File: src/SchedulerPkg.sv
// Issue-queue and issue-lane sizing for the wakeup pipeline.
// Imported by the RTL modules and the testbench wherever entry pointers,
// producer vectors or the lane count are needed.

`default_nettype none

package SchedulerPkg;

    // Issue queue.
    localparam int IssueQueueEntries = 16;
    localparam int IssueQueueIndexWidth = $clog2(IssueQueueEntries);

    // Pointer to one issue-queue entry.
    typedef logic [IssueQueueIndexWidth-1:0] IssueQueueIndexPath;

    // One bit per entry, used for producer vectors and flush masks.
    typedef logic [IssueQueueEntries-1:0] IssueQueueOneHotPath;

    // Number of identical issue lanes.
    localparam int IssueWidth = 4;

    // Cycles from select to wakeup, which is also the lane depth.
    // Must be 2 or more.
    localparam int IssueLatency = 2;

endpackage

`default_nettype wire
File: src/RecoveryPkg.sv
// Recovery-related types for the wakeup pipeline.
// Holds the active-list pointer, the recovery command encoding and the
// flush-window counter type.

`default_nettype none

package RecoveryPkg;

    localparam int ActiveListEntries = 32;
    localparam int ActiveListIndexWidth = $clog2(ActiveListEntries);

    typedef logic [ActiveListIndexWidth-1:0] ActiveListIndexPath;

    // One-cycle command from the recovery manager.
    typedef enum logic [1:0] {
        RecoveryNone      = 2'b00,
        RecoveryFull      = 2'b01,
        RecoverySelective = 2'b10
    } RecoveryCmd;

    // Counts the stages that may still hold a flushed op.
    typedef logic [$clog2(SchedulerPkg::IssueLatency + 1)-1:0] FlushCountPath;

endpackage

`default_nettype wire

File: src/WakeupPipeline.sv
// Top level of the wakeup pipeline that follows issue-queue select.
// Tracks issued ops per lane, wakes their consumers and frees their entries
// IssueLatency cycles later, and reports a possible flushed op in flight.

`default_nettype none

module WakeupPipeline (
    input  logic clock,
    input  logic reset,
    input  logic stall,
    input  logic selected [SchedulerPkg::IssueWidth],
    input  SchedulerPkg::IssueQueueIndexPath selectedPtr [SchedulerPkg::IssueWidth],
    input  SchedulerPkg::IssueQueueOneHotPath selectedVector [SchedulerPkg::IssueWidth],
    input  RecoveryPkg::ActiveListIndexPath selectedActiveListPtr [SchedulerPkg::IssueWidth],
    input  SchedulerPkg::IssueQueueOneHotPath flushIqEntry,
    input  RecoveryPkg::RecoveryCmd recoveryCmd,
    input  RecoveryPkg::ActiveListIndexPath flushRangeHead,
    input  RecoveryPkg::ActiveListIndexPath flushRangeTail,
    input  logic flushAllInsns,
    output logic wakeup [SchedulerPkg::IssueWidth],
    output SchedulerPkg::IssueQueueIndexPath wakeupPtr [SchedulerPkg::IssueWidth],
    output SchedulerPkg::IssueQueueOneHotPath wakeupVector [SchedulerPkg::IssueWidth],
    output logic releaseEntry [SchedulerPkg::IssueWidth],
    output SchedulerPkg::IssueQueueIndexPath releasePtr [SchedulerPkg::IssueWidth],
    output logic flushedOpExist
);
    import SchedulerPkg::*;
    import RecoveryPkg::*;

    logic laneClear;
    logic flushWindow;
    ActiveListIndexPath flushHead;
    ActiveListIndexPath flushTail;
    logic flushAll;

    logic headValid [IssueWidth];
    IssueQueueIndexPath headPtr [IssueWidth];
    IssueQueueOneHotPath headVector [IssueWidth];
    ActiveListIndexPath headActiveListPtr [IssueWidth];

    RecoveryControl i_RecoveryControl (
        .clock          (clock),
        .reset          (reset),
        .stall          (stall),
        .recoveryCmd    (recoveryCmd),
        .flushRangeHead (flushRangeHead),
        .flushRangeTail (flushRangeTail),
        .flushAllInsns  (flushAllInsns),
        .laneClear      (laneClear),
        .flushWindow    (flushWindow),
        .flushHead      (flushHead),
        .flushTail      (flushTail),
        .flushAll       (flushAll)
    );

    for (genvar lane = 0; lane < IssueWidth; lane++) begin : lanes
        WakeupLane i_WakeupLane (
            .clock                 (clock),
            .reset                 (reset),
            .stall                 (stall),
            .laneClear             (laneClear),
            .selected              (selected[lane]),
            .selectedPtr           (selectedPtr[lane]),
            .selectedVector        (selectedVector[lane]),
            .selectedActiveListPtr (selectedActiveListPtr[lane]),
            .flushIqEntry          (flushIqEntry),
            .headValid             (headValid[lane]),
            .headPtr               (headPtr[lane]),
            .headVector            (headVector[lane]),
            .headActiveListPtr     (headActiveListPtr[lane])
        );
    end

    WakeupGate i_WakeupGate (
        .headValid         (headValid),
        .headPtr           (headPtr),
        .headVector        (headVector),
        .headActiveListPtr (headActiveListPtr),
        .flushWindow       (flushWindow),
        .flushHead         (flushHead),
        .flushTail         (flushTail),
        .flushAll          (flushAll),
        .wakeup            (wakeup),
        .wakeupPtr         (wakeupPtr),
        .wakeupVector      (wakeupVector),
        .releaseEntry      (releaseEntry),
        .releasePtr        (releasePtr)
    );

    // Level to the recovery manager.
    assign flushedOpExist = flushWindow;

endmodule

`default_nettype wire

File: src/WakeupGate.sv
// Wakeup and release stage at the head of the issue lanes.
// Suppresses wakeup for head ops that fall in the selective flush range
// while the flush window is open. Release always follows the head valid.

`default_nettype none

module WakeupGate (
    input  logic headValid [SchedulerPkg::IssueWidth],
    input  SchedulerPkg::IssueQueueIndexPath headPtr [SchedulerPkg::IssueWidth],
    input  SchedulerPkg::IssueQueueOneHotPath headVector [SchedulerPkg::IssueWidth],
    input  RecoveryPkg::ActiveListIndexPath headActiveListPtr [SchedulerPkg::IssueWidth],
    input  logic flushWindow,
    input  RecoveryPkg::ActiveListIndexPath flushHead,
    input  RecoveryPkg::ActiveListIndexPath flushTail,
    input  logic flushAll,
    output logic wakeup [SchedulerPkg::IssueWidth],
    output SchedulerPkg::IssueQueueIndexPath wakeupPtr [SchedulerPkg::IssueWidth],
    output SchedulerPkg::IssueQueueOneHotPath wakeupVector [SchedulerPkg::IssueWidth],
    output logic releaseEntry [SchedulerPkg::IssueWidth],
    output SchedulerPkg::IssueQueueIndexPath releasePtr [SchedulerPkg::IssueWidth]
);
    import SchedulerPkg::*;
    import RecoveryPkg::*;

    logic flushed [IssueWidth];

    // Range is head inclusive to tail exclusive and may wrap.
    // Equal pointers mean an empty range.
    function automatic logic inFlushRange(
        input ActiveListIndexPath ptr,
        input ActiveListIndexPath head,
        input ActiveListIndexPath tail
    );
        if (head < tail) begin
            return (ptr >= head) && (ptr < tail);
        end else if (head > tail) begin
            return (ptr >= head) || (ptr < tail);
        end
        return 1'b0;
    endfunction

    always_comb begin
        for (int i = 0; i < IssueWidth; i++) begin
            flushed[i] = flushWindow &&
                (flushAll || inFlushRange(headActiveListPtr[i], flushHead, flushTail));
            wakeup[i]       = headValid[i] && !flushed[i];
            wakeupPtr[i]    = headPtr[i];
            wakeupVector[i] = wakeup[i] ? headVector[i] : '0;
            // Flushed entries are still freed.
            releaseEntry[i] = headValid[i];
            releasePtr[i]   = headPtr[i];
        end
    end

endmodule

`default_nettype wire

File: src/WakeupLane.sv
// One issue lane of the wakeup pipeline.
// Carries each selected op from the entry stage to the head stage in
// IssueLatency cycles. Stage 0 is the head, stage IssueLatency-1 the entry.

`default_nettype none

module WakeupLane (
    input  logic clock,
    input  logic reset,
    input  logic stall,
    input  logic laneClear,
    input  logic selected,
    input  SchedulerPkg::IssueQueueIndexPath selectedPtr,
    input  SchedulerPkg::IssueQueueOneHotPath selectedVector,
    input  RecoveryPkg::ActiveListIndexPath selectedActiveListPtr,
    input  SchedulerPkg::IssueQueueOneHotPath flushIqEntry,
    output logic headValid,
    output SchedulerPkg::IssueQueueIndexPath headPtr,
    output SchedulerPkg::IssueQueueOneHotPath headVector,
    output RecoveryPkg::ActiveListIndexPath headActiveListPtr
);
    import SchedulerPkg::*;
    import RecoveryPkg::*;

    logic entryValid;
    logic stageValid [IssueLatency];
    IssueQueueIndexPath stagePtr [IssueLatency];
    IssueQueueOneHotPath stageVector [IssueLatency];
    ActiveListIndexPath stageActiveListPtr [IssueLatency];

    // Drop ops whose entry is flushed in the cycle they are selected.
    assign entryValid = selected && !flushIqEntry[selectedPtr];

    always_ff @(posedge clock) begin
        if (reset || laneClear) begin
            for (int j = 0; j < IssueLatency; j++) begin
                stageValid[j] <= 1'b0;
            end
        end else if (!stall) begin
            for (int j = 1; j < IssueLatency; j++) begin
                stageValid[j-1] <= stageValid[j];
            end
            stageValid[IssueLatency-1] <= entryValid;
        end else begin
            // Entry stage holds, the rest drain and a bubble follows them.
            for (int j = 1; j < IssueLatency - 1; j++) begin
                stageValid[j-1] <= stageValid[j];
            end
            stageValid[IssueLatency-2] <= 1'b0;
        end
    end

    always_ff @(posedge clock) begin
        if (!stall) begin
            for (int j = 1; j < IssueLatency; j++) begin
                stagePtr[j-1]           <= stagePtr[j];
                stageVector[j-1]        <= stageVector[j];
                stageActiveListPtr[j-1] <= stageActiveListPtr[j];
            end
            stagePtr[IssueLatency-1]           <= selectedPtr;
            stageVector[IssueLatency-1]        <= selectedVector;
            stageActiveListPtr[IssueLatency-1] <= selectedActiveListPtr;
        end else begin
            for (int j = 1; j < IssueLatency - 1; j++) begin
                stagePtr[j-1]           <= stagePtr[j];
                stageVector[j-1]        <= stageVector[j];
                stageActiveListPtr[j-1] <= stageActiveListPtr[j];
            end
            stageVector[IssueLatency-2] <= '0;
        end
    end

    assign headValid         = stageValid[0];
    assign headPtr           = stagePtr[0];
    assign headVector        = stageVector[0];
    assign headActiveListPtr = stageActiveListPtr[0];

endmodule

`default_nettype wire

File: src/RecoveryControl.sv
// Recovery controller for the wakeup pipeline.
// Turns the recovery command into a lane clear or a recorded flush range,
// and keeps the flush window open until the flushed ops have left the lanes.

`default_nettype none

module RecoveryControl (
    input  logic clock,
    input  logic reset,
    input  logic stall,
    input  RecoveryPkg::RecoveryCmd recoveryCmd,
    input  RecoveryPkg::ActiveListIndexPath flushRangeHead,
    input  RecoveryPkg::ActiveListIndexPath flushRangeTail,
    input  logic flushAllInsns,
    output logic laneClear,
    output logic flushWindow,
    output RecoveryPkg::ActiveListIndexPath flushHead,
    output RecoveryPkg::ActiveListIndexPath flushTail,
    output logic flushAll
);
    import SchedulerPkg::*;
    import RecoveryPkg::*;

    logic loadRange;
    FlushCountPath flushCount;

    // Command decode.
    always_comb begin
        laneClear = 1'b0;
        loadRange = 1'b0;
        case (recoveryCmd)
            RecoveryFull:      laneClear = 1'b1;
            RecoverySelective: loadRange = 1'b1;
            default: begin
                laneClear = 1'b0;
                loadRange = 1'b0;
            end
        endcase
    end

    // Flush range, only meaningful while the window is open.
    always_ff @(posedge clock) begin
        if (loadRange) begin
            flushHead <= flushRangeHead;
            flushTail <= flushRangeTail;
            flushAll  <= flushAllInsns;
        end
    end

    // The entry stage holds during a stall, so the top count waits for
    // a free cycle before it starts to drain.
    always_ff @(posedge clock) begin
        if (reset) begin
            flushCount <= '0;
        end else if (loadRange) begin
            flushCount <= FlushCountPath'(IssueLatency);
        end else if (flushCount == FlushCountPath'(IssueLatency)) begin
            if (!stall) begin
                flushCount <= flushCount - FlushCountPath'(1);
            end
        end else if (flushCount != '0) begin
            flushCount <= flushCount - FlushCountPath'(1);
        end
    end

    assign flushWindow = (flushCount != '0);

endmodule

`default_nettype wire

File: config.mk
export PLATFORM = sky130hd
export DESIGN_NAME = WakeupPipeline
export DESIGN_NICKNAME = d
export VERILOG_FILES = /design/src/SchedulerPkg.sv /design/src/RecoveryPkg.sv /design/src/WakeupPipeline.sv /design/src/WakeupGate.sv /design/src/WakeupLane.sv /design/src/RecoveryControl.sv
export SDC_FILE = /design/constraint.sdc
export NUM_CORES = 1
export LEC_CHECK = 0
export BUFFER_PORTS_ARGS = -buffer_cell sky130_fd_sc_hd__buf_2
export CAP_MARGIN = 20
export CORE_MARGIN = 3
export CORE_UTILIZATION = 30
export DETAILED_ROUTE_END_ITERATION = 8
export GPL_TIMING_DRIVEN = 0
export PLACE_DENSITY_LB_ADDON = 0.1
export SYNTH_ARGS = -nofsm -noshare
export SYNTH_HDL_FRONTEND = slang
export SYNTH_SLANG_ARGS = --single-unit
File: constraint.sdc
create_clock -name clock -period 4.4 [get_ports clock]
set_clock_uncertainty 0.05 [all_clocks]
set_input_delay 0.44 -clock clock [delete_from_list [all_inputs] [get_ports clock]]
set_output_delay 0.44 -clock clock [all_outputs]
set_load 0.1 [all_outputs]
# --- Word level (Yosys, flattened, before mapping) ---
# Memories as Yosys holds them, arrays and structs flattened.
# Index checks and enable logic that the tools add are counted.
op_classes:
  addsub: 1
  mul: 0
  div_mod_pow: 0
  magnitude_cmp: 14
  eq_ne: 5
  shifts: 0
  mux: 56
  n_bitwise: 16
  reduce_logical: 39
op_table:
  columns: ["operator", "n"]
  rows:
  - ["two-way mux 16 bit", 8]
  - ["two-way mux 1 bit", 40]
  - ["< comparator 5 bit", 5]
  - [">= comparator 5 bit", 4]
  - ["< comparator 4 x 5 -> 1 bit, second input constant", 4]
  - ["binary-select mux 1 bit (select 4 bit)", 4]
  - ["logical AND 1 bit", 16]
  - ["OR 1 bit", 16]
  - ["logical OR 1 bit", 9]
  - ["zero test 1 bit", 8]
  - ["two-way mux 2 bit", 4]
  - ["greater-than comparator 5 bit", 1]
  - ["equality test 2 bit, second input constant", 2]
  - ["AND reduction 2 bit", 2]
  - ["nonzero test 2 bit", 2]
  - ["inequality test 3 x 2 -> 1 bit, second input constant", 1]
  - ["nonzero test 3 bit", 1]
  - ["equality test 2 x 1 -> 1 bit, second input constant", 1]
  - ["inequality test 2 bit, second input constant", 1]
  - ["OR reduction 2 bit", 1]
  - ["subtractor 2 x 1 -> 2 bit, second input constant", 1]
totals:
  reg_bits: 13
  latch_bits: 0
  ramBits: 208
  mem_bits_ro: 0
  word_cells: 152
  memories: 16
mem_list:
  columns: ["memory", "depth", "word_bits", "read_ports", "rd_ports_with_merged_regs", "wr", "line_no", "text"]
  rows:
  - ["lanes[0].i_WakeupLane.stageVector", 2, 16, 2, 0, 2, "WakeupLane.sv:28", "IssueQueueOneHotPath stageVector [IssueLatency];"]
  - ["lanes[1].i_WakeupLane.stageVector", 2, 16, 2, 0, 2, "WakeupLane.sv:28", null]
  - ["lanes[2].i_WakeupLane.stageVector", 2, 16, 2, 0, 2, "WakeupLane.sv:28", null]
  - ["lanes[3].i_WakeupLane.stageVector", 2, 16, 2, 0, 2, "WakeupLane.sv:28", null]
  - ["lanes[0].i_WakeupLane.stageActiveListPtr", 2, 5, 2, 0, 2, "WakeupLane.sv:29", "ActiveListIndexPath stageActiveListPtr [IssueLatency];"]
  - ["lanes[1].i_WakeupLane.stageActiveListPtr", 2, 5, 2, 0, 2, "WakeupLane.sv:29", null]
  - ["+10 memories", null, null, null, null, null, null, null]

# --- Longest topological paths before layout ---
# Gate-level depths: netlist of the first run.
logic_depth:
  ltp_word: 10
  ltp_mapped: 10
  depth_no_buf: 7

# --- By module ---
# From an unflattened synthesis of the first run, not the netlist that was laid out.
hier_totals:
  hier_cells: 695
  hier_area_um2: 9497.9
by_module_without_submodules:
  columns: ["mod", "instances", "cells_each", "area_each_um2", "seq_area_each_um2"]
  rows:
  - ["WakeupLane", 4, 99, 1749.2, 1391.3]
  - ["WakeupGate", 1, 273, 2023.2, 0.0]
  - ["RecoveryControl", 1, 26, 478.0, 370.4]

# --- Least setup slack after synthesis of the first run ---
# Ideal clock, no wire load.
synth_path:
  kind: "register -> output"
  start: "register i_RecoveryControl.flushTail[3]"
  end: "output port wakeupVector[22] (netlist bit)"
  arrival_time_ns: 4.066
  t_required_ns: 3.910
  slack_ns: -0.156
  path_stages_with_launch: 11
  path_cell_list: "edfxtp_1 > inv_1 > ha_1 > a21oi_1 > a21boi_1 > o32a_1 > buf_2 > o211a_1 > buf_2 > buf_6 > nor3b_1"
synth_rtl:
  columns: ["item", "line_no", "text"]
  rows:
  - ["start, declared", "RecoveryControl.sv:18", "output RecoveryPkg::ActiveListIndexPath flushTail,"]
  - ["start signal, assigned", "RecoveryControl.sv:45", "flushTail <= flushRangeTail;"]
  - ["end, declared", "WakeupPipeline.sv:22", "output SchedulerPkg::IssueQueueOneHotPath wakeupVector [SchedulerPkg::IssueWidth],"]

==> impl_metrics.ini, run 1 <==
[status]
status = finished, final reports clean

[drt]
drtAntennaViolNets = 0
first_pass_iters = 4
viasPerCell = 4.22
routedWlPerCell_um = 15.8
vias = 5508
drtIter0Drc = 243
drc = 0
wirelength_um = 20600

[floorplan]
die_w_um = 178
num_io_pins = 241
core_um2 = 28900
die_h_um = 178
placementRows = 62
fp.dieArea_um2 = 31700
initial_utilization_pct = 30.7

[hold_path]
hold_class = in2reg

[placement]
port_buffers = 240
gp_congestion = 0.736
dp_hpwl_um = 15200
dpl_cell_area_um2 = 10700

[yosys]
synthArstFlopShare_pct = 0
yosysTopAreaCell = edfxtp_1
ys_seq_area_share_pct = 66.7
synth-edff-count = 151
synth_commonest_cells = 151 x edfxtp_1, 70 x dfxtp_1, 65 x nor2b_1
synth_fp_nets = 781
syn_area_um2 = 8890
synth_compound_area_share_pct = 5.15
synthXorXnorAreaFrac_pct = 0.0985
synth_top_family_by_area = simple AND/OR/NAND/NOR gates
synth_area_leaders = edfxtp_1 51%, dfxtp_1 16%, ha_1 6.0%
ys_types = 37
synthMuxAreaShare_pct = 5.18
synth-main-ff-cell = edfxtp_1
ys.warnings.count = 0
synth_top_cell_area_share_pct = 51.0
synth.most_common_cell = edfxtp_1
syn-instance-count = 602
yosys.area_share.simple_pct = 10.9
synth_seq_cells = 221
synth_fa_ha_area_share_pct = 6.05
syn_avg_cell_area_um2 = 14.8

[grt]
grt_pass1_wl_um = 31600
grt_pass1_vias = 5702
grt_max_degree = 72
grt-ovfl-total = 0
track_usage_pct = 12.9
antenna_found_initial = 3

[power_and_ir_drop]
leakagePower_nw = 4.93
irDropWorstVdd_v = 0.000300
power_density_nw_per_um2 = 452
p_total_mw = 5.34

[cells_and_area]
syn2layout_area_growth_pct = 32.8
stdcell_area_um2 = 11800
regArea_um2 = 5940
drive_above_1_share_pct = 39.2
fill_cells = 2794
multi_input_area_um2 = 2490
layout.nets = 1080

[sta]
rsz0062_at_grt = no
period_share_pct = 90.1
relSlewSlack_pct = 55.4
slew_viol_final = 0
hold_violations = 0
worst_pin_slew_ps = 667
period_minus_slack_ps = 3960
finalSetupViolations = 0
fmax_ghz = 0.252

[cts]
clock_sinks = 221
cts_tree = built
clock_latency_ps = 530
postCtsSetupBuffers = 0
numCtsBuffers = 25
clkTransAtPathRegs_ps = 60
h-tree-depth = 1
cts_root_buffer = clkbuf_16
cts_buffer_depth = 3

[setup_path]
worstPathMaxFanout = 10
critPathKind = reg2out
startpoint_type = flip-flop
critical_path_required_ps = 3910
arrival_ps = 3470
end_kind = primary output

[job]
cap_violations = 0
-- sequential cells by signal, indices dropped and copies added (netlist names) --
register and cells:
i_RecoveryControl.flushAll 1, i_RecoveryControl.flushCount 2, i_RecoveryControl.flushHead 5, i_RecoveryControl.flushTail 5
lanes.i_WakeupLane.stageActiveListPtr 40, lanes.i_WakeupLane.stagePtr 32, lanes.i_WakeupLane.stageValid 8, lanes.i_WakeupLane.stageVector 128
-- cell families (layout without fill, tap and decap cells) --
logic type,count (synthesis),count (layout)
xor+xnor,1,1
buf+inv,96,414
compound gates,65,65
fa+ha+maj,43,43
flops,221,221
other cells,0,1
simple gates,155,155
mux,21,21
-- layout make-up --
class	count	share of cell area, %
clock buffers	34	6.11
diodes	1	0.0212
well taps	384	4.07
clock inverters	12	0.922
multi-input cells	285	21.1
flip-flops and latches	221	50.2
plain buffers	60	3.30
inverters	36	1.19
repair buffers	272	13.0
-- worst max-delay path, stage by stage, from the launching register on --
cell and delay [ps]:
edfxtp_1 360, inv_1 170, ha_1 290, a21oi_1 150
a21boi_1 110, nor3_1 380, a41o_1 260, clkbuf_1 350
clkbuf_1 430, nor3b_1 120, buf_2 320
-- repair_timing --
item / in CTS / in global routing
hold endpoints to repair: 30 / 0
hold buffers: 30 / 0
gates resized for setup: 0 / 0
setup endpoints to repair: 0 / 0
-- metrics by stage --
stage	hold slack (ps)	setup TNS, ps	cells	util [%]	setup slack (ps)
2_1_floorplan	350	-4220	602	-	-156
3_3_place_gp	352	-122280	1226	36.8	-1160
3_5_place_dp	355	0	1228	36.9	877
4_1_cts	0.275	0	1304	40.8	279
5_1_grt	5.46	0	1305	40.8	72.1
6_report	37.3	0	1305	40.8	438
-- placed cells by master (no fill, tap or decap), types with 12 or more instances in the layout --
cell / Yosys / routed
nand2_1: 13 / 13
inv_1: 36 / 35
mux4_2: 20 / 20
clkbuf_1: 13 / 18
a21oi_1: 15 / 15
edfxtp_1: 151 / 151
buf_2: 4 / 244
dlygate4sd3_1: 0 / 30
nor3b_1: 51 / 48
buf_4: 36 / 36
dfxtp_1: 70 / 70
nor2_1: 12 / 12
clkbuf_16: 0 / 27
ha_1: 43 / 43
nor2b_1: 65 / 65
-- worst paths after layout --
path              slack [ps]                                            from                                              to  depth (start not counted)
hold / removal            40                        selectedActiveListPtr[1]  lanes[3].i_WakeupLane.stageActiveListPtr[0][6]                          1
setup reg to reg        2830                 i_RecoveryControl.flushCount[0]                 i_RecoveryControl.flushCount[1]                          8
setup / recovery         440                  i_RecoveryControl.flushTail[3]                                 wakeupVector[6]                         10
hold reg to reg          370  lanes[0].i_WakeupLane.stageActiveListPtr[0][7]  lanes[0].i_WakeupLane.stageActiveListPtr[0][2]                          0
-- metal layers --
layer  GRT usage, %  wire length [um]
met5              0                27
met1           16.6              8910
met2           21.0              9490
met4           3.38               459
met3           4.04              1670
-- where the power goes --
part | internal [mW] | switching (mW)
Clock | 1.22 | 0.846
Combinational | 0.272 | 0.561
Sequential | 2.39 | 0.0493
No activity file was read; power rests on OpenSTA's default activity.
==> run 2: changes to the inputs <==
--- a/config.mk
+++ b/config.mk
@@ -5,11 +5,11 @@
 export SDC_FILE = /design/constraint.sdc
 export NUM_CORES = 1
 export LEC_CHECK = 0
-export BUFFER_PORTS_ARGS = -buffer_cell sky130_fd_sc_hd__buf_2
 export CAP_MARGIN = 20
 export CORE_MARGIN = 3
 export CORE_UTILIZATION = 30
 export DETAILED_ROUTE_END_ITERATION = 8
+export DONT_BUFFER_PORTS = 1
 export GPL_TIMING_DRIVEN = 0
 export PLACE_DENSITY_LB_ADDON = 0.1
 export SYNTH_ARGS = -nofsm -noshare
==> run 2 against run 1 <==
Against the previous run: sequential share of layout area decreased by 4.0 points; combinational power increased by 12%; hold slack improved by 58 ps; sequential power about the same; utilization increased by 3.6 points; critical path depth decreased by 1; clock power about the same; wire length increased by 4.0%; worst setup slack got worse by 200 ps; cell area increased by 8.7%; highest routed layer is now met4.
==> impl_metrics.ini, run 2 (synthesized netlist as in run 1, its figures left out) <==
[floorplan]
num_io_pins = 241
initial_utilization_pct = 30.7
core_um2 = 28900
die_w_um = 178
fp.dieArea_um2 = 31700
placementRows = 62
die_h_um = 178

[cells_and_area]
drive_above_1_share_pct = 28.9
final_common_cell = edfxtp_1
largestRegisters = lanes.i_WakeupLane.stageVector: 128 flops, lanes.i_WakeupLane.stageActiveListPtr: 40 flops, lanes.i_WakeupLane.stagePtr: 32 flops
syn2layout_area_growth_pct = 44.4
largest_register = lanes.i_WakeupLane.stageVector
postLayoutCoreUtil_pct = 44.4
final_cell_mix = 151 x edfxtp_1, 112 x dlygate4sd3_1, 70 x dfxtp_1
layout.nets = 964
largest_register_ffs = 128
layoutNonFillerInstCount = 1190

[cts]
h-tree-depth = 1
cts_tree = built
cts_root_buffer = clkbuf_16
clock_sinks = 221
clkTransAtPathRegs_ps = 60
numCtsBuffers = 25
clock_latency_ps = 530
cts_buffer_depth = 3

[sta]
hold_violations = 0
slew_viol_final = 0
period_minus_slack_ps = 4160
period_share_pct = 94.6
fmax_ghz = 0.240
finalSetupViolations = 0
rsz0062_at_grt = no
relSlewSlack_pct = 26.0
worst_pin_slew_ps = 1110

[power_and_ir_drop]
irDropWorstVdd_v = 0.000278
leakagePower_nw = 4.71
power_switching_mw = 1.54
power.internal_mw = 3.87
seq_power_share_pct = 45.2
combPwrFrac_pct = 17.3
p_clk_share_pct = 37.6
switching_share_pct = 28.5
power_density_nw_per_um2 = 421

[grt]
track_usage_pct = 13.2
grt-ovfl-total = 0
grt_pass1_wl_um = 32900
antenna_found_initial = 2
grt_max_degree = 85
grt_pass1_vias = 5987

[hold_path]
hold_depth = 2
hold_class = in2reg
whs_endpoint = lanes[0].i_WakeupLane.stageValid[1]
min_from = selected[3]

[placement]
dp_hpwl_um = 15500
port_buffers = 0
dp.cells = 1033
gp_congestion = 0.748

[setup_path]
critical_path_required_ps = 3910
worstPathMaxFanout = 10
r2r_end = i_RecoveryControl.flushCount[1]
critPathKind = reg2out
startpoint_type = flip-flop
arrival_ps = 3670
r2r_start = i_RecoveryControl.flushCount[0]
r2r_slack_ps = 2840
worstRegToRegCells = 7
end_kind = primary output

[status]
status = finished, final reports clean

[drt]
routedWlPerCell_um = 18.0
first_pass_iters = 6
wirelength_um = 21400
drtIter0Drc = 217
drc = 0
viasPerCell = 4.50
drtAntennaViolNets = 0
vias = 5355

[job]
cap_violations = 0
-- run 2: cell count changes in the layout (fill, tap and decap cells not counted), moves of 9 or more --
| cell | change |
|---|---|
| a211oi_4 | +16 |
| nor3b_2 | +42 |
| buf_2 | -239 |
| a211oi_2 | -9 |
| nor3b_1 | -45 |
| buf_8 | +21 |
| dlygate4sd3_1 | +82 |
| buf_16 | +24 |
-- run 2: final cells by class --
cell class / instances / area, um^2
Clock buffer: 35 / 734
Timing Repair Buffer: 159 / 2130
Antenna cell: 2 / 5.00
Buffer: 57 / 389
Tap cell: 384 / 480
Multi-Input combinational cell: 285 / 2930
Sequential cell: 221 / 5940
Inverter: 36 / 144
Fill cell: 2529 / 16100
Clock inverter: 11 / 90.1
-- run 2: timing repair --
action | 4_1_cts | 5_1_grt
pin swaps | 3 | 3
setup buffers | 0 | 0
setup endpoints to repair | 20 | 21
hold buffers | 112 | 0
endpoints found under the hold margin | 113 | 0
gates resized for setup | 5 | 11
-- run 2: worst max path at each step --
| stage | from | endpoint |
|---|---|---|
| floorplan | i_RecoveryControl.flushTail[3] | wakeupVector[22] |
| global placement | stall | lanes[2].i_WakeupLane.stageValid[1] |
| detailed placement | i_RecoveryControl.flushTail[3] | wakeup[0] |
| CTS | i_RecoveryControl.flushTail[3] | wakeupVector[10] |
| global route | i_RecoveryControl.flushCount[0] | wakeupVector[61] |
| finish | i_RecoveryControl.flushHead[2] | wakeupVector[61] |
-- run 2: power groups by stage --
stage / Combinational, mW / Sequential, mW / Clock (mW)
4_1_cts: 0.941 / 2.45 / 2.11
3_3_place_gp: 0.712 / 2.49 / 0
5_1_grt: 1.01 / 2.46 / 2.20
2_1_floorplan: 0.616 / 2.47 / 0
6_report: 0.934 / 2.44 / 2.03
3_5_place_dp: 0.846 / 2.49 / 0
-- run 2: routing by layer --
metal  vias up  wire length (um)  GRT usage, %
met5         -                 0             0
met4         0               530          3.47
met3        35              1590          3.92
met2       192             10700          22.9
met1      2608              8580          16.1
li1       2520                 -             -
-- run 2: per-stage QoR --
stage | power [mW] | cell area (um^2) | setup slack, ps | hold slack (ps) | TNS (ps)
finish | 5.41 | 12800 | 236 | 95.0 | 0
global placement | 3.21 | 9430 | -835 | 353 | -100020
detailed placement | 3.33 | 10900 | 400 | 355 | 0
CTS | 5.49 | 12800 | 18.4 | 63.1 | 0
global route | 5.67 | 12800 | 13.4 | 81.1 | 0
floorplan | 3.09 | 8950 | -156 | 350 | -4220
-- run 2: critical path: stages, from the launching register on --
cell and delay (ps):
edfxtp_1 390, inv_1 170, ha_1 280, a21oi_1 120, o21ai_0 150, a31oi_2 330, o21ai_2 190, buf_4 230
buf_2 290, a211oi_4 980
